File: config.mk
export PLATFORM = sky130hd
export DESIGN_NAME = game_logic
export DESIGN_NICKNAME = d
export VERILOG_FILES = /design/src/design/game_pkg.sv /design/src/design/key_decoder.sv /design/src/design/player_motion.sv /design/src/design/fire_control.sv /design/src/design/bullet.sv /design/src/design/game_logic.sv
export VERILOG_INCLUDE_DIRS = /design/src /design/src/include
export SDC_FILE = /design/constraint.sdc
export NUM_CORES = 2
export LEC_CHECK = 0
export BUFFER_PORTS_ARGS = -buffer_cell sky130_fd_sc_hd__buf_4
export CAP_MARGIN = 25
export CORE_UTILIZATION = 50
export CTS_CLUSTER_SIZE = 40
export DETAILED_ROUTE_END_ITERATION = 8
export PLACE_DENSITY_LB_ADDON = 0.1
export RECOVER_POWER = 100
export SLEW_MARGIN = 20
export SYNTH_ARGS = -nofsm -noshare
export SYNTH_HDL_FRONTEND = slang
export SYNTH_HIERARCHICAL = 1
export SYNTH_SLANG_ARGS = --single-unit
export TNS_END_PERCENT = 5
File: constraint.sdc
create_clock -name Clk -period 12.85 [get_ports Clk]
set_clock_uncertainty 0.2 [all_clocks]
set_input_delay 0 -clock Clk [delete_from_list [all_inputs] [get_ports Clk]]
set_output_delay 0 -clock Clk [all_outputs]
set_load 0.01 [all_outputs]
File: src/include/game_defines.svh
/* Map and timing constants in pixels and frames. A player near an edge plus
   MUZZLE_OFFSET and one bullet step must still fit in COORD_W bits. */
`ifndef GAME_DEFINES_SVH
`define GAME_DEFINES_SVH

// Datapath widths
`define COORD_W 12
`define SPEED_W 5
`define KEY_W 8
`define ROLLOVER 4

// Legal map area, inclusive
`define MAP_MIN 64
`define MAP_MAX_X 3136
`define MAP_MAX_Y 2336

`define PLAYER_STEP 2
`define PLAYER_GAP 37
`define BULLET_SPEED 8
`define MUZZLE_OFFSET 41

`define BULLETS_PER_PLAYER 8
`define FIRE_COOLDOWN_FRAMES 36

// Spawn points
`define P1_START_X 700
`define P1_START_Y 700
`define P2_START_X 1500
`define P2_START_Y 1400

`endif

File: src/design/game_pkg.sv
/* Shared game types. Widths come from the defines header. */
`default_nettype none

`include "game_defines.svh"

package game_pkg;

	// Map position, unsigned pixels
	typedef logic [`COORD_W-1:0] coord_t;

	// Per-frame step, signed
	typedef logic signed [`SPEED_W-1:0] velocity_t;

	typedef enum logic [1:0] {
		North = 2'd0,
		South = 2'd1,
		East  = 2'd2,
		West  = 2'd3
	} dir_t;

	typedef logic [`KEY_W-1:0] keycode_t;
	typedef logic [`ROLLOVER*`KEY_W-1:0] rollover_t;

endpackage

`default_nettype wire

File: src/design/key_decoder.sv
/* Scancode 0 in a rollover byte means no key, so no key parameter may be 0.
   Movement is combinational, facing/aim/fireReq update on frameTick only. */
`default_nettype none
`timescale 1ns/1ps

`include "game_defines.svh"

module key_decoder #(
	parameter game_pkg::keycode_t NorthKey    = 8'h1A,
	parameter game_pkg::keycode_t WestKey     = 8'h04,
	parameter game_pkg::keycode_t SouthKey    = 8'h16,
	parameter game_pkg::keycode_t EastKey     = 8'h07,
	parameter game_pkg::keycode_t AimNorthKey = 8'h52,
	parameter game_pkg::keycode_t AimSouthKey = 8'h51,
	parameter game_pkg::keycode_t AimWestKey  = 8'h50,
	parameter game_pkg::keycode_t AimEastKey  = 8'h4F
) (
	input  logic                Clk,
	input  logic                arstN,
	input  logic                frameTick,
	input  game_pkg::rollover_t keys,
	output game_pkg::velocity_t moveX,
	output game_pkg::velocity_t moveY,
	output game_pkg::dir_t      facing,
	output game_pkg::dir_t      aim,
	output logic                fireReq
);
	import game_pkg::*;

	logic heldNorth, heldWest, heldSouth, heldEast;
	logic heldAimN, heldAimS, heldAimW, heldAimE;
	dir_t facingNext;
	dir_t aimNext;

	// Any of the rollover bytes matches
	function automatic logic isHeld(input rollover_t word, input keycode_t code);
		logic hit;
		hit = 1'b0;
		for (int i = 0; i < `ROLLOVER; i++)
		begin
			if (word[i*`KEY_W +: `KEY_W] == code)
				hit = 1'b1;
		end
		return hit;
	endfunction

	assign heldNorth = isHeld(keys, NorthKey);
	assign heldWest  = isHeld(keys, WestKey);
	assign heldSouth = isHeld(keys, SouthKey);
	assign heldEast  = isHeld(keys, EastKey);
	assign heldAimN  = isHeld(keys, AimNorthKey);
	assign heldAimS  = isHeld(keys, AimSouthKey);
	assign heldAimW  = isHeld(keys, AimWestKey);
	assign heldAimE  = isHeld(keys, AimEastKey);

	// Opposite keys cancel
	assign moveX = velocity_t'(`PLAYER_STEP) * (velocity_t'(heldEast) - velocity_t'(heldWest));
	assign moveY = velocity_t'(`PLAYER_STEP) * (velocity_t'(heldSouth) - velocity_t'(heldNorth));

	// Later keys in this order win
	always_comb
	begin
		facingNext = facing;
		aimNext = aim;
		if (heldNorth)
			facingNext = North;
		if (heldWest)
			facingNext = West;
		if (heldSouth)
			facingNext = South;
		if (heldEast)
			facingNext = East;
		if (heldAimN)
			aimNext = North;
		if (heldAimS)
			aimNext = South;
		if (heldAimW)
			aimNext = West;
		if (heldAimE)
			aimNext = East;
		if (heldAimN || heldAimS || heldAimW || heldAimE)
			facingNext = aimNext;
	end

	always_ff @(posedge Clk or negedge arstN)
	begin
		if (!arstN)
		begin
			facing <= North;
			aim <= North;
			fireReq <= 1'b0;
		end
		else if (frameTick)
		begin
			facing <= facingNext;
			aim <= aimNext;
			fireReq <= heldAimN | heldAimS | heldAimW | heldAimE;
		end
	end

endmodule

`default_nettype wire

File: src/design/player_motion.sv
/* Both players move together or not at all when they would come within
   PLAYER_GAP on both axes. An axis step that leaves the map is dropped. */
`default_nettype none
`timescale 1ns/1ps

`include "game_defines.svh"

module player_motion (
	input  logic                Clk,
	input  logic                arstN,
	input  logic                frameTick,
	input  game_pkg::velocity_t move1X, move1Y, move2X, move2Y,
	output game_pkg::coord_t    x1, y1, x2, y2
);
	import game_pkg::*;

	localparam int SumW = `COORD_W + 2;

	logic signed [SumW-1:0] cand1X, cand1Y, cand2X, cand2Y;
	logic signed [SumW-1:0] diffX, diffY;
	logic tooClose;

	function automatic logic signed [SumW-1:0] absVal(input logic signed [SumW-1:0] v);
		return (v < 0) ? -v : v;
	endfunction

	function automatic logic inRange(input logic signed [SumW-1:0] c, input int maxVal);
		return (c >= `MAP_MIN) && (c <= maxVal);
	endfunction

	// Unclamped next positions
	assign cand1X = $signed({2'b00, x1}) + move1X;
	assign cand1Y = $signed({2'b00, y1}) + move1Y;
	assign cand2X = $signed({2'b00, x2}) + move2X;
	assign cand2Y = $signed({2'b00, y2}) + move2Y;

	assign diffX = cand1X - cand2X;
	assign diffY = cand1Y - cand2Y;
	assign tooClose = (absVal(diffX) < `PLAYER_GAP) && (absVal(diffY) < `PLAYER_GAP);

	always_ff @(posedge Clk or negedge arstN)
	begin
		if (!arstN)
		begin
			x1 <= coord_t'(`P1_START_X);
			y1 <= coord_t'(`P1_START_Y);
			x2 <= coord_t'(`P2_START_X);
			y2 <= coord_t'(`P2_START_Y);
		end
		else if (frameTick && !tooClose)
		begin
			x1 <= inRange(cand1X, `MAP_MAX_X) ? coord_t'(cand1X) : x1;
			y1 <= inRange(cand1Y, `MAP_MAX_Y) ? coord_t'(cand1Y) : y1;
			x2 <= inRange(cand2X, `MAP_MAX_X) ? coord_t'(cand2X) : x2;
			y2 <= inRange(cand2Y, `MAP_MAX_Y) ? coord_t'(cand2Y) : y2;
		end
	end

endmodule

`default_nettype wire

File: src/design/fire_control.sv
/* A request with a full bank still starts the cooldown. Re-arming needs
   FIRE_COOLDOWN_FRAMES ticks and a released fire key. */
`default_nettype none
`timescale 1ns/1ps

`include "game_defines.svh"

module fire_control (
	input  logic                Clk,
	input  logic                arstN,
	input  logic                frameTick,
	input  logic                fireReq1, fireReq2,
	input  game_pkg::dir_t      aim1, aim2,
	input  game_pkg::velocity_t move1X, move1Y, move2X, move2Y,
	input  game_pkg::coord_t    x1, y1, x2, y2,
	input  logic [2*`BULLETS_PER_PLAYER-1:0] bulletActive,
	output logic [2*`BULLETS_PER_PLAYER-1:0] spawn,
	output game_pkg::coord_t    start1X, start1Y, start2X, start2Y,
	output game_pkg::velocity_t vel1X, vel1Y, vel2X, vel2Y
);
	import game_pkg::*;

	localparam int N = `BULLETS_PER_PLAYER;
	localparam int SlotW = $clog2(N);
	localparam int CountW = $clog2(`FIRE_COOLDOWN_FRAMES + 1);

	logic      req    [2];
	dir_t      aimDir [2];
	velocity_t moveX  [2];
	velocity_t moveY  [2];
	coord_t    posX   [2];
	coord_t    posY   [2];

	assign req = '{fireReq1, fireReq2};
	assign aimDir = '{aim1, aim2};
	assign moveX = '{move1X, move2X};
	assign moveY = '{move1Y, move2Y};
	assign posX = '{x1, x2};
	assign posY = '{y1, y2};

	// Index 0 is player 1, slots 0..N-1
	for (genvar p = 0; p < 2; p++)
	begin : bank
		logic [N-1:0] activeBank;
		logic [N-1:0] spawnBank;
		logic [SlotW-1:0] freeIdx;
		logic anyFree;
		logic coolActive;
		logic [CountW-1:0] coolCount;
		logic fire;
		coord_t startX, startY, nextStartX, nextStartY;
		velocity_t velX, velY, nextVelX, nextVelY;

		assign activeBank = bulletActive[p*N +: N];
		assign fire = req[p] && !coolActive;

		// Lowest inactive slot
		always_comb
		begin
			anyFree = 1'b0;
			freeIdx = '0;
			for (int i = N - 1; i >= 0; i--)
			begin
				if (!activeBank[i])
				begin
					anyFree = 1'b1;
					freeIdx = SlotW'(i);
				end
			end
		end

		// Muzzle point and speed along aim, shooter drift across it
		always_comb
		begin
			nextStartX = posX[p];
			nextStartY = posY[p];
			nextVelX = moveX[p];
			nextVelY = moveY[p];
			case (aimDir[p])
				North:
				begin
					nextStartY = posY[p] - coord_t'(`MUZZLE_OFFSET);
					nextVelY = -velocity_t'(`BULLET_SPEED);
				end
				South:
				begin
					nextStartY = posY[p] + coord_t'(`MUZZLE_OFFSET);
					nextVelY = velocity_t'(`BULLET_SPEED);
				end
				East:
				begin
					nextStartX = posX[p] + coord_t'(`MUZZLE_OFFSET);
					nextVelX = velocity_t'(`BULLET_SPEED);
				end
				West:
				begin
					nextStartX = posX[p] - coord_t'(`MUZZLE_OFFSET);
					nextVelX = -velocity_t'(`BULLET_SPEED);
				end
			endcase
		end

		always_ff @(posedge Clk or negedge arstN)
		begin
			if (!arstN)
			begin
				spawnBank <= '0;
				coolActive <= 1'b0;
				coolCount <= '0;
			end
			else
			begin
				spawnBank <= '0;
				if (fire)
				begin
					coolActive <= 1'b1;
					coolCount <= '0;
					if (anyFree)
						spawnBank[freeIdx] <= 1'b1;
				end
				else if (coolActive)
				begin
					if (coolCount == CountW'(`FIRE_COOLDOWN_FRAMES))
					begin
						if (!req[p])
							coolActive <= 1'b0;
					end
					else if (frameTick)
						coolCount <= coolCount + 1'b1;
				end
			end
		end

		always_ff @(posedge Clk)
		begin
			if (fire)
			begin
				startX <= nextStartX;
				startY <= nextStartY;
				velX <= nextVelX;
				velY <= nextVelY;
			end
		end
	end

	assign spawn = {bank[1].spawnBank, bank[0].spawnBank};
	assign start1X = bank[0].startX;
	assign start1Y = bank[0].startY;
	assign start2X = bank[1].startX;
	assign start2Y = bank[1].startY;
	assign vel1X = bank[0].velX;
	assign vel1Y = bank[0].velY;
	assign vel2X = bank[1].velX;
	assign vel2Y = bank[1].velY;

endmodule

`default_nettype wire

File: src/design/bullet.sv
/* Position is only meaningful while active. A retiring bullet keeps its
   last in-map position. */
`default_nettype none
`timescale 1ns/1ps

`include "game_defines.svh"

module bullet (
	input  logic                Clk,
	input  logic                arstN,
	input  logic                frameTick,
	input  logic                load,
	input  game_pkg::coord_t    startX, startY,
	input  game_pkg::velocity_t velX, velY,
	output game_pkg::coord_t    posX, posY,
	output logic                active
);
	import game_pkg::*;

	localparam int SumW = `COORD_W + 2;

	velocity_t stepX, stepY;
	logic signed [SumW-1:0] nextX, nextY;
	logic inMap;

	assign nextX = $signed({2'b00, posX}) + stepX;
	assign nextY = $signed({2'b00, posY}) + stepY;
	assign inMap = (nextX >= `MAP_MIN) && (nextX <= `MAP_MAX_X) &&
		(nextY >= `MAP_MIN) && (nextY <= `MAP_MAX_Y);

	always_ff @(posedge Clk or negedge arstN)
	begin
		if (!arstN)
			active <= 1'b0;
		else if (load)
			active <= 1'b1;
		else if (frameTick && active && !inMap)
			active <= 1'b0;
	end

	always_ff @(posedge Clk)
	begin
		if (load)
		begin
			posX <= startX;
			posY <= startY;
			stepX <= velX;
			stepY <= velY;
		end
		else if (frameTick && active && inMap)
		begin
			posX <= coord_t'(nextX);
			posY <= coord_t'(nextY);
		end
	end

endmodule

`default_nettype wire

File: src/design/game_logic.sv
/* Player 1 uses USB HID scancodes, player 2 PS/2 set 2 make codes.
   frameTick must be a single-cycle pulse once per frame. */
`default_nettype none
`timescale 1ns/1ps

`include "game_defines.svh"

module game_logic (
	input  logic                Clk,
	input  logic                arstN,
	input  logic                frameTick,
	input  game_pkg::rollover_t keys1, keys2,
	output game_pkg::coord_t    x1, y1, x2, y2,
	output game_pkg::dir_t      facing1, facing2,
	output game_pkg::coord_t    bulletX [2*`BULLETS_PER_PLAYER],
	output game_pkg::coord_t    bulletY [2*`BULLETS_PER_PLAYER],
	output logic [2*`BULLETS_PER_PLAYER-1:0] bulletActive
);
	import game_pkg::*;

	localparam int N = `BULLETS_PER_PLAYER;

	velocity_t move1X, move1Y, move2X, move2Y;
	velocity_t vel1X, vel1Y, vel2X, vel2Y;
	coord_t start1X, start1Y, start2X, start2Y;
	dir_t aim1, aim2;
	logic fireReq1, fireReq2;
	logic [2*N-1:0] spawn;

	// WASD and arrow keys
	key_decoder #(
		.NorthKey(8'h1A), .WestKey(8'h04), .SouthKey(8'h16), .EastKey(8'h07),
		.AimNorthKey(8'h52), .AimSouthKey(8'h51), .AimWestKey(8'h50), .AimEastKey(8'h4F)
	) keysP1 (
		.Clk(Clk), .arstN(arstN), .frameTick(frameTick), .keys(keys1),
		.moveX(move1X), .moveY(move1Y), .facing(facing1), .aim(aim1), .fireReq(fireReq1)
	);

	// WASD and keypad arrows
	key_decoder #(
		.NorthKey(8'h1D), .WestKey(8'h1C), .SouthKey(8'h1B), .EastKey(8'h23),
		.AimNorthKey(8'h75), .AimSouthKey(8'h72), .AimWestKey(8'h6B), .AimEastKey(8'h74)
	) keysP2 (
		.Clk(Clk), .arstN(arstN), .frameTick(frameTick), .keys(keys2),
		.moveX(move2X), .moveY(move2Y), .facing(facing2), .aim(aim2), .fireReq(fireReq2)
	);

	player_motion motion (
		.Clk(Clk), .arstN(arstN), .frameTick(frameTick),
		.move1X(move1X), .move1Y(move1Y), .move2X(move2X), .move2Y(move2Y),
		.x1(x1), .y1(y1), .x2(x2), .y2(y2)
	);

	fire_control fire (
		.Clk(Clk), .arstN(arstN), .frameTick(frameTick),
		.fireReq1(fireReq1), .fireReq2(fireReq2), .aim1(aim1), .aim2(aim2),
		.move1X(move1X), .move1Y(move1Y), .move2X(move2X), .move2Y(move2Y),
		.x1(x1), .y1(y1), .x2(x2), .y2(y2), .bulletActive(bulletActive),
		.spawn(spawn), .start1X(start1X), .start1Y(start1Y), .start2X(start2X),
		.start2Y(start2Y), .vel1X(vel1X), .vel1Y(vel1Y), .vel2X(vel2X), .vel2Y(vel2Y)
	);

	// Lower bank belongs to player 1
	for (genvar i = 0; i < 2*N; i++)
	begin : slot
		bullet bulletInst (
			.Clk(Clk), .arstN(arstN), .frameTick(frameTick), .load(spawn[i]),
			.startX((i < N) ? start1X : start2X), .startY((i < N) ? start1Y : start2Y),
			.velX((i < N) ? vel1X : vel2X), .velY((i < N) ? vel1Y : vel2Y),
			.posX(bulletX[i]), .posY(bulletY[i]), .active(bulletActive[i])
		);
	end

endmodule

`default_nettype wire

After elaboration in Yosys (flattened, before gate mapping):

Cells that the tools add are included.
Widths: inputs -> output; s select.

* output and inout port bits: 452
* memory bits (read-only): 0
* bits in writable memories: 0
* input bits: 67
* memories kept: 0
* word-level logic and storage cells: 741
* register bits after elaboration: 716
* latch bits: 0

* shift operators: 0
* multiplexer cells: 244
* equality and inequality tests: 74
* add/subtract/negate cells: 54
* multiply operators: 0
* $lt $le $gt $ge: 80
* reductions and logical operators: 179
* div/mod/pow operators: 0
* bitwise logic cells: 6

Operator list (number)
* $mux 12: 64
* $ge 14x8->1 const B: 36
* $le 14x13->1 const B: 36
* $add 13x5->14: 32
* $eq 8x7->1 const B: 32
* $eq 8x5->1 const B: 20
* $mux 1: 122
* $logic_and 1x1->1: 106
* $pmux 12 s2: 4
* $reduce_bool 2->1: 36
* $eq 8x3->1 const B: 8
* $add 13x3->14: 4
* $add 12x6->12 const B: 4
* $mux 3: 16
* $mux 6: 8
* $sub 12x6->12 const B: 4
* $pmux 5 s2: 4
* $mux 2: 18
* $eq 8x6->1 const B: 4
* $mux 8: 4
* $lt 14x1->1 const B: 2
* $lt 14x7->1 const B: 2
* $mux 14: 2
* $neg 14->14: 2
* 17 further kinds: 67

Depth between registers and ports, before layout:

* word-level depth: 15
* depth in mapped cells: 33
* gate-level depth less buffers: 30

By module:

Netlist, hierarchy kept.

By module, submodules not included
* bullet at slot[11].bulletInst ...: seq. area each 1046.0 um^2, area an instance 2681.3 um^2, times used 11, cells an instance 267
* bullet at slot[0].bulletInst ...: seq. area each 1046.0 um^2, area an instance 2816.5 um^2, times used 5, cells an instance 289
* player_motion: seq. area each 1232.4 um^2, area an instance 7013.0 um^2, times used 1, cells an instance 839
* fire_control: seq. area each 2792.7 um^2, area an instance 6048.3 um^2, times used 1, cells an instance 597
* key_decoder at keysP2: seq. area each 125.1 um^2, area an instance 919.6 um^2, times used 1, cells an instance 111
* key_decoder at keysP1: seq. area each 125.1 um^2, area an instance 900.9 um^2, times used 1, cells an instance 119

Worst setup path after synthesis:

No wires, ideal clock.

* path kind: input port to flip-flop
* from: in keys2[4]
* to: reg motion.x2[9]
* setup slack: 6939 ps
* data required time: 12522 ps
* data arrival time: 5584 ps
* library setup time: 128 ps
* path buffers: 1
* stages on the path: 27
* path through: or4b_1 nor4_1 or3_1 inv_1 ha_1 inv_1 inv_1 fa_1 nand2b_1 nand2b_1 a21oi_1 xor2_1 ha_1 a21o_1 a31o_2 maj3_1 a21oi_1 inv_1 o22ai_1 nand3_1 nor4bb_1 a21oi_1 o32ai_2 a21oi_2 o21ai_2 buf_4 mux2_1

* word-level cells in the longest chain between the ends: 15
* elaborated cells on any way between the ends: 41
* classes of those cells: add/sub (8); order compare (6); eq/ne (4); mux (18); reduce/logical (5)

Ends and longest elaborated chain
* start, declared: line game_logic.sv:12 `input game_pkg::rollover_t keys1, keys2,`
* $eq 8x6->1 / $eq 8x5->1 (equally long branches): line key_decoder.sv:41 `` if (word[i*`KEY_W +: `KEY_W] == code) ``
* $mux 1 (4 in series): line key_decoder.sv:41
* $sub 1x1->2 *: line key_decoder.sv:57 `` assign moveX = velocity_t'(`PLAYER_STEP) * (velocity_t'(heldEast) - velocity_t'(heldWest)); ``
* via move2X[1]: line game_logic.sv:23 `velocity_t move1X, move1Y, move2X, move2Y;`
* $add 13x3->14 *: line player_motion.sv:34 `assign cand2X = $signed({2'b00, x2}) + move2X;`
* $sub 14x14->14: line player_motion.sv:37 `assign diffX = cand1X - cand2X;`
* $neg 14->14 / $lt 14x1->1 (equally long branches): line player_motion.sv:24 `return (v < 0) ? -v : v;`
* $mux 14: line player_motion.sv:24
* $lt 14x7->1 (no source line)
* $logic_and 1x1->1: line player_motion.sv:39 `` assign tooClose = (absVal(diffX) < `PLAYER_GAP) && (absVal(diffY) < `PLAYER_GAP); ``
* $logic_not 1->1: line player_motion.sv:50 `else if (frameTick && !tooClose)`
* $logic_and 1x1->1: line player_motion.sv:50
* $reduce_and 2->1 (no source line)
* end signal, assigned: line player_motion.sv:47 `` x2 <= coord_t'(`P2_START_X); ``
* end signal, assigned: line player_motion.sv:54 `` x2 <= inRange(cand2X, `MAP_MAX_X) ? coord_t'(cand2X) : x2; ``
* end, declared: line player_motion.sv:13 `output game_pkg::coord_t x1, y1, x2, y2`

Mark *: on every way through the listed nets, which the timed path passes. The rest lies on a longest branch.
A chain may end at the register's enable or synchronous reset.

Worst setup path after layout:

* from: in keys1[16]
* to: reg motion.y1[0]

* word-level cells in the longest chain between the ends: 13
* elaborated cells on any way between the ends: 33
* classes of those cells: add/sub (8); order compare (6); eq/ne (4); mux (10); reduce/logical (5)

Ends and longest elaborated chain
* start, declared: line game_logic.sv:12
* $eq 8x5->1: line key_decoder.sv:41
* $mux 1 (2 in series): line key_decoder.sv:41
* $sub 1x1->2 *: line key_decoder.sv:58 `` assign moveY = velocity_t'(`PLAYER_STEP) * (velocity_t'(heldSouth) - velocity_t'(heldNorth)); ``
* via move1Y[2]: line game_logic.sv:23
* $add 13x3->14 *: line player_motion.sv:33 `assign cand1Y = $signed({2'b00, y1}) + move1Y;`
* via motion.cand1Y[3]: line player_motion.sv:19 `logic signed [SumW-1:0] cand1X, cand1Y, cand2X, cand2Y;`
* $sub 14x14->14: line player_motion.sv:38 `assign diffY = cand1Y - cand2Y;`
* $neg 14->14 / $lt 14x1->1 (equally long branches): line player_motion.sv:24
* $mux 14: line player_motion.sv:24
* $lt 14x7->1 (no source line)
* $logic_and 1x1->1: line player_motion.sv:39
* $logic_not 1->1: line player_motion.sv:50
* $logic_and 1x1->1: line player_motion.sv:50
* $reduce_and 2->1 (no source line) *
* end signal, assigned: line player_motion.sv:46 `` y1 <= coord_t'(`P1_START_Y); ``
* end signal, assigned: line player_motion.sv:53 `` y1 <= inRange(cand1Y, `MAP_MAX_Y) ? coord_t'(cand1Y) : y1; ``
* end, declared: line player_motion.sv:13

Marks and branches as above.

==> metrics.txt <==
status complete, but fails checks; failing checks max-capacitance violations, max-slew violations; first-pass GRT wire length 281000 um; CTS clock-pin slew for the worst setup and hold paths about 0.06 ns; worst slew pin tran 4.31 ns; Async S/R FF share, synth approximately 15%; max capacitance violation total 34; R2R depth 19; Int Pwr about 5400 uW; Yosys reg bits around 720; PortBufs between 500 and 600; endpoints failing hold 0; Primary FF master, synth edfxtp_1; CP max stage cell o21ai_0; clk_lat worst skew roughly 0.68 ns; Clock Sinks around 720; Tightest Hold Check Type in -> reg; final core occ a little under three fifths; WHS Path Cells 6; placed cell areas 64000 um^2; WL/cell ~23 um; Bufs on Longest Clock Path 3; Crit path buffers/inverters 4; GRT Total Usage a little under a third; Switch Pwr between 2000 and 3000 uW; DR vias 50700; CP Max Fanout 27; Clk pwr share around 32%; row count roughly 130; sequential share of the synthesized area between 30% and 40%; total gr overflow 0; Synth Instances between 6000 and 7000; Post-Syn Area per Cell roughly 9.7 um^2; Synth Warn # 6; TritonCTS clock tree built; Synth area leader edfxtp_1; Comb power frac about a third; die area between 100000 and 150000 um^2; RSZ-0062 raised after global routing no; initial antenna violation count 15; Die Wd 344 um; Worst setup SP type input pin; Largest stage delay, worst path ~1.5 ns; Worst Path Arrival about 9.4 ns; Synth top area share 31.4%; io pins ~520; Slew headroom -187%; H-tree depth 3; Final nets around 7200; Final Wtd Congestion 0.953; worst endpoint required time 13.08 ns; TritonRoute pass-1 iters 6; core area ~120000 um^2; top cells by count, synth 612 x edfxtp_1, 596 x nand2_1, 517 x ha_1, 490 x o21ai_0, 366 x a21oi_1; Unique masters post-synth 136; fmax between 0.1 and 0.15 GHz; EDFF count, synth 612; vias in the first global route about 47000; clock root cell clkbuf_16; DP HPWL approximately 140000 um; Detailed Route WL between 150000 and 200000 um; Switching Fraction between 30% and 40%; Initial Util around half; final worst setup slack about 3.7 ns; Slew Viols, Final 1166; final period utilization between 70% and 80%; Leakage Power roughly 0.025 uW; largest net degree at the start of global routing 63; # Post-CTS Setup Buffers 0; post-route ant nets 0; cell family with most CP delay compound AO/OA/AOI/OAI gates; 1st-iter DRT viols slightly below 5000; cts bufs inserted a little under 90; setup TNS 0 ns; worst slack, placed around 5.5 ns; Vias/cell between 6 and 7; CP endpoint kind flop; register area between 20000 and 25000 um^2; drc violations 0; P per Cell Area around 130 nW/um^2; Design Area, Final roughly 65000 um^2; area delta synth->final 11.5%; fraction of layout cells with a size suffix above 1 approximately 7.3%; Area contributors post-synth edfxtp_1 31%, ha_1 11%, o21ai_0 4.2%; # setup viols final 0; Filler Cells Inserted about 11000; height of the die 344 um; top-count cell post-synth edfxtp_1; sequential share of power 35.8%; critical path depth 26; multi-input logic area 34900 um^2; Period minus WS final approximately 9.1 ns; Max rail drop VDD roughly 0.27 mV; synthesized area just under 60000 um^2; type of the worst setup path in -> reg
[cells in the final DEF, fill, tap and decap left out, drive strengths merged, types with 87 or more instances in the layout]
master / synthesis / layout
xor2: 165 / 165
ha: 517 / 517
clkbuf: 136 / 600
nor2: 336 / 336
a21oi: 375 / 375
a21o: 118 / 118
inv: 344 / 347
nor3: 105 / 105
edfxtp: 612 / 612
xnor2: 208 / 208
nand3: 144 / 144
nand2: 596 / 596
o211ai: 94 / 94
buf: 41 / 96
o21ai: 534 / 534
mux2: 87 / 87
nor2b: 96 / 96
[worst paths after layout]
path | slack (ns) | end | startpoint
hold / removal | 0.02 | fire/vel2Y[1]$_DFFE_PP_ | keys2[24]
max in group asynchronous | 7.61 | keysP1/aim[1]$_DFFE_PN0P_ | arstN
hold reg to reg | 0.29 | fire/bank[0].coolActive$_DFF_PN0_ | keysP1/fireReq$_DFFE_PN0P_
min in group asynchronous | 2.06 | motion/x2[9]$_DFFE_PN0P_ | arstN
setup reg to reg | 4.63 | motion/y1[0]$_DFFE_PN0P_ | motion/y1[2]$_DFFE_PN1P_
setup / recovery | 3.73 | motion/y1[0]$_DFFE_PN0P_ | keys1[16]
[registers in the layout (all words and copies together) (netlist names), 12 cells and up]
register                count
slot.bulletInst/posX      192
slot.bulletInst/posY      192
slot.bulletInst/stepX      80
slot.bulletInst/stepY      80
fire/bank.spawnBank        16
slot.bulletInst/active     16
fire/bank.coolCount        12
fire/start1X               12
fire/start1Y               12
fire/start2X               12
fire/start2Y               12
motion/x1                  12
motion/x2                  12
motion/y1                  12
motion/y2                  12
[cell families after synthesis]
kind of cell    synth area share (%)
buf+inv                         3.73
mux                             2.49
simple gates                    17.1
other cells                   0.0128
fa+ha+maj                       12.5
flops                           35.9
compound gates                  22.4
xor+xnor                        5.83
[layout make-up]
cell class | instances | area share, %
Clock buffer | 127 | 4.00
Clock inverter | 37 | 0.655
Tap cell | 1524 | 2.93
Sequential cell | 716 | 32.2
Inverter | 344 | 1.98
Timing Repair Buffer | 612 | 4.60
Multi-Input combinational cell | 4808 | 53.6
Antenna cell | 9 | 0.0346
[power by group through the flow]
stage          Combinational (uW)  Sequential (uW)  Clock (uW)
3_3_place_gp                 2620             3000           0
3_5_place_dp                 2670             3000           0
2_1_floorplan                2080             2870           0
4_1_cts                      2700             2950        2670
5_1_grt                      2950             2960        2760
6_report                     2660             2950        2630
[tightest hold or removal path, stage by stage]
cell and delay (ns):
buf_4 0.11, nand4_1 0.08, nand4_1 0.14, ha_1 0.14, inv_1 0.09, and2_1 0.17
[per-stage QoR]
stage,cells,hold slack (ns),total power (uW)
3_5_place_dp,7958,-0.130,5670
5_1_grt,8169,0.0295,8670
4_1_cts,8166,0.00652,8330
2_1_floorplan,6050,-0.496,4950
3_3_place_gp,7954,-0.129,5620
6_report,8177,0.0229,8240
[metal layers]
| metal | part of all wire [%] | GRT usage (%) | vias up |
|---|---|---|---|
| met4 | 4.1 | 12.9 | 2 |
| met2 | 44 | 47.6 | 1961 |
| met1 | 43 | 43.1 | 24400 |
| li1 | - | - | 24000 |
| met5 | 0.0058 | 0 | - |
| met3 | 8.6 | 5.10 | 323 |
[repair_timing]
| action | CTS | global route |
|---|---|---|
| hold buffers | 44 | 0 |
| hold endpoints to repair | 65 | 0 |
| gates resized for setup | 0 | 0 |
(Power assumes the default switching activity.)
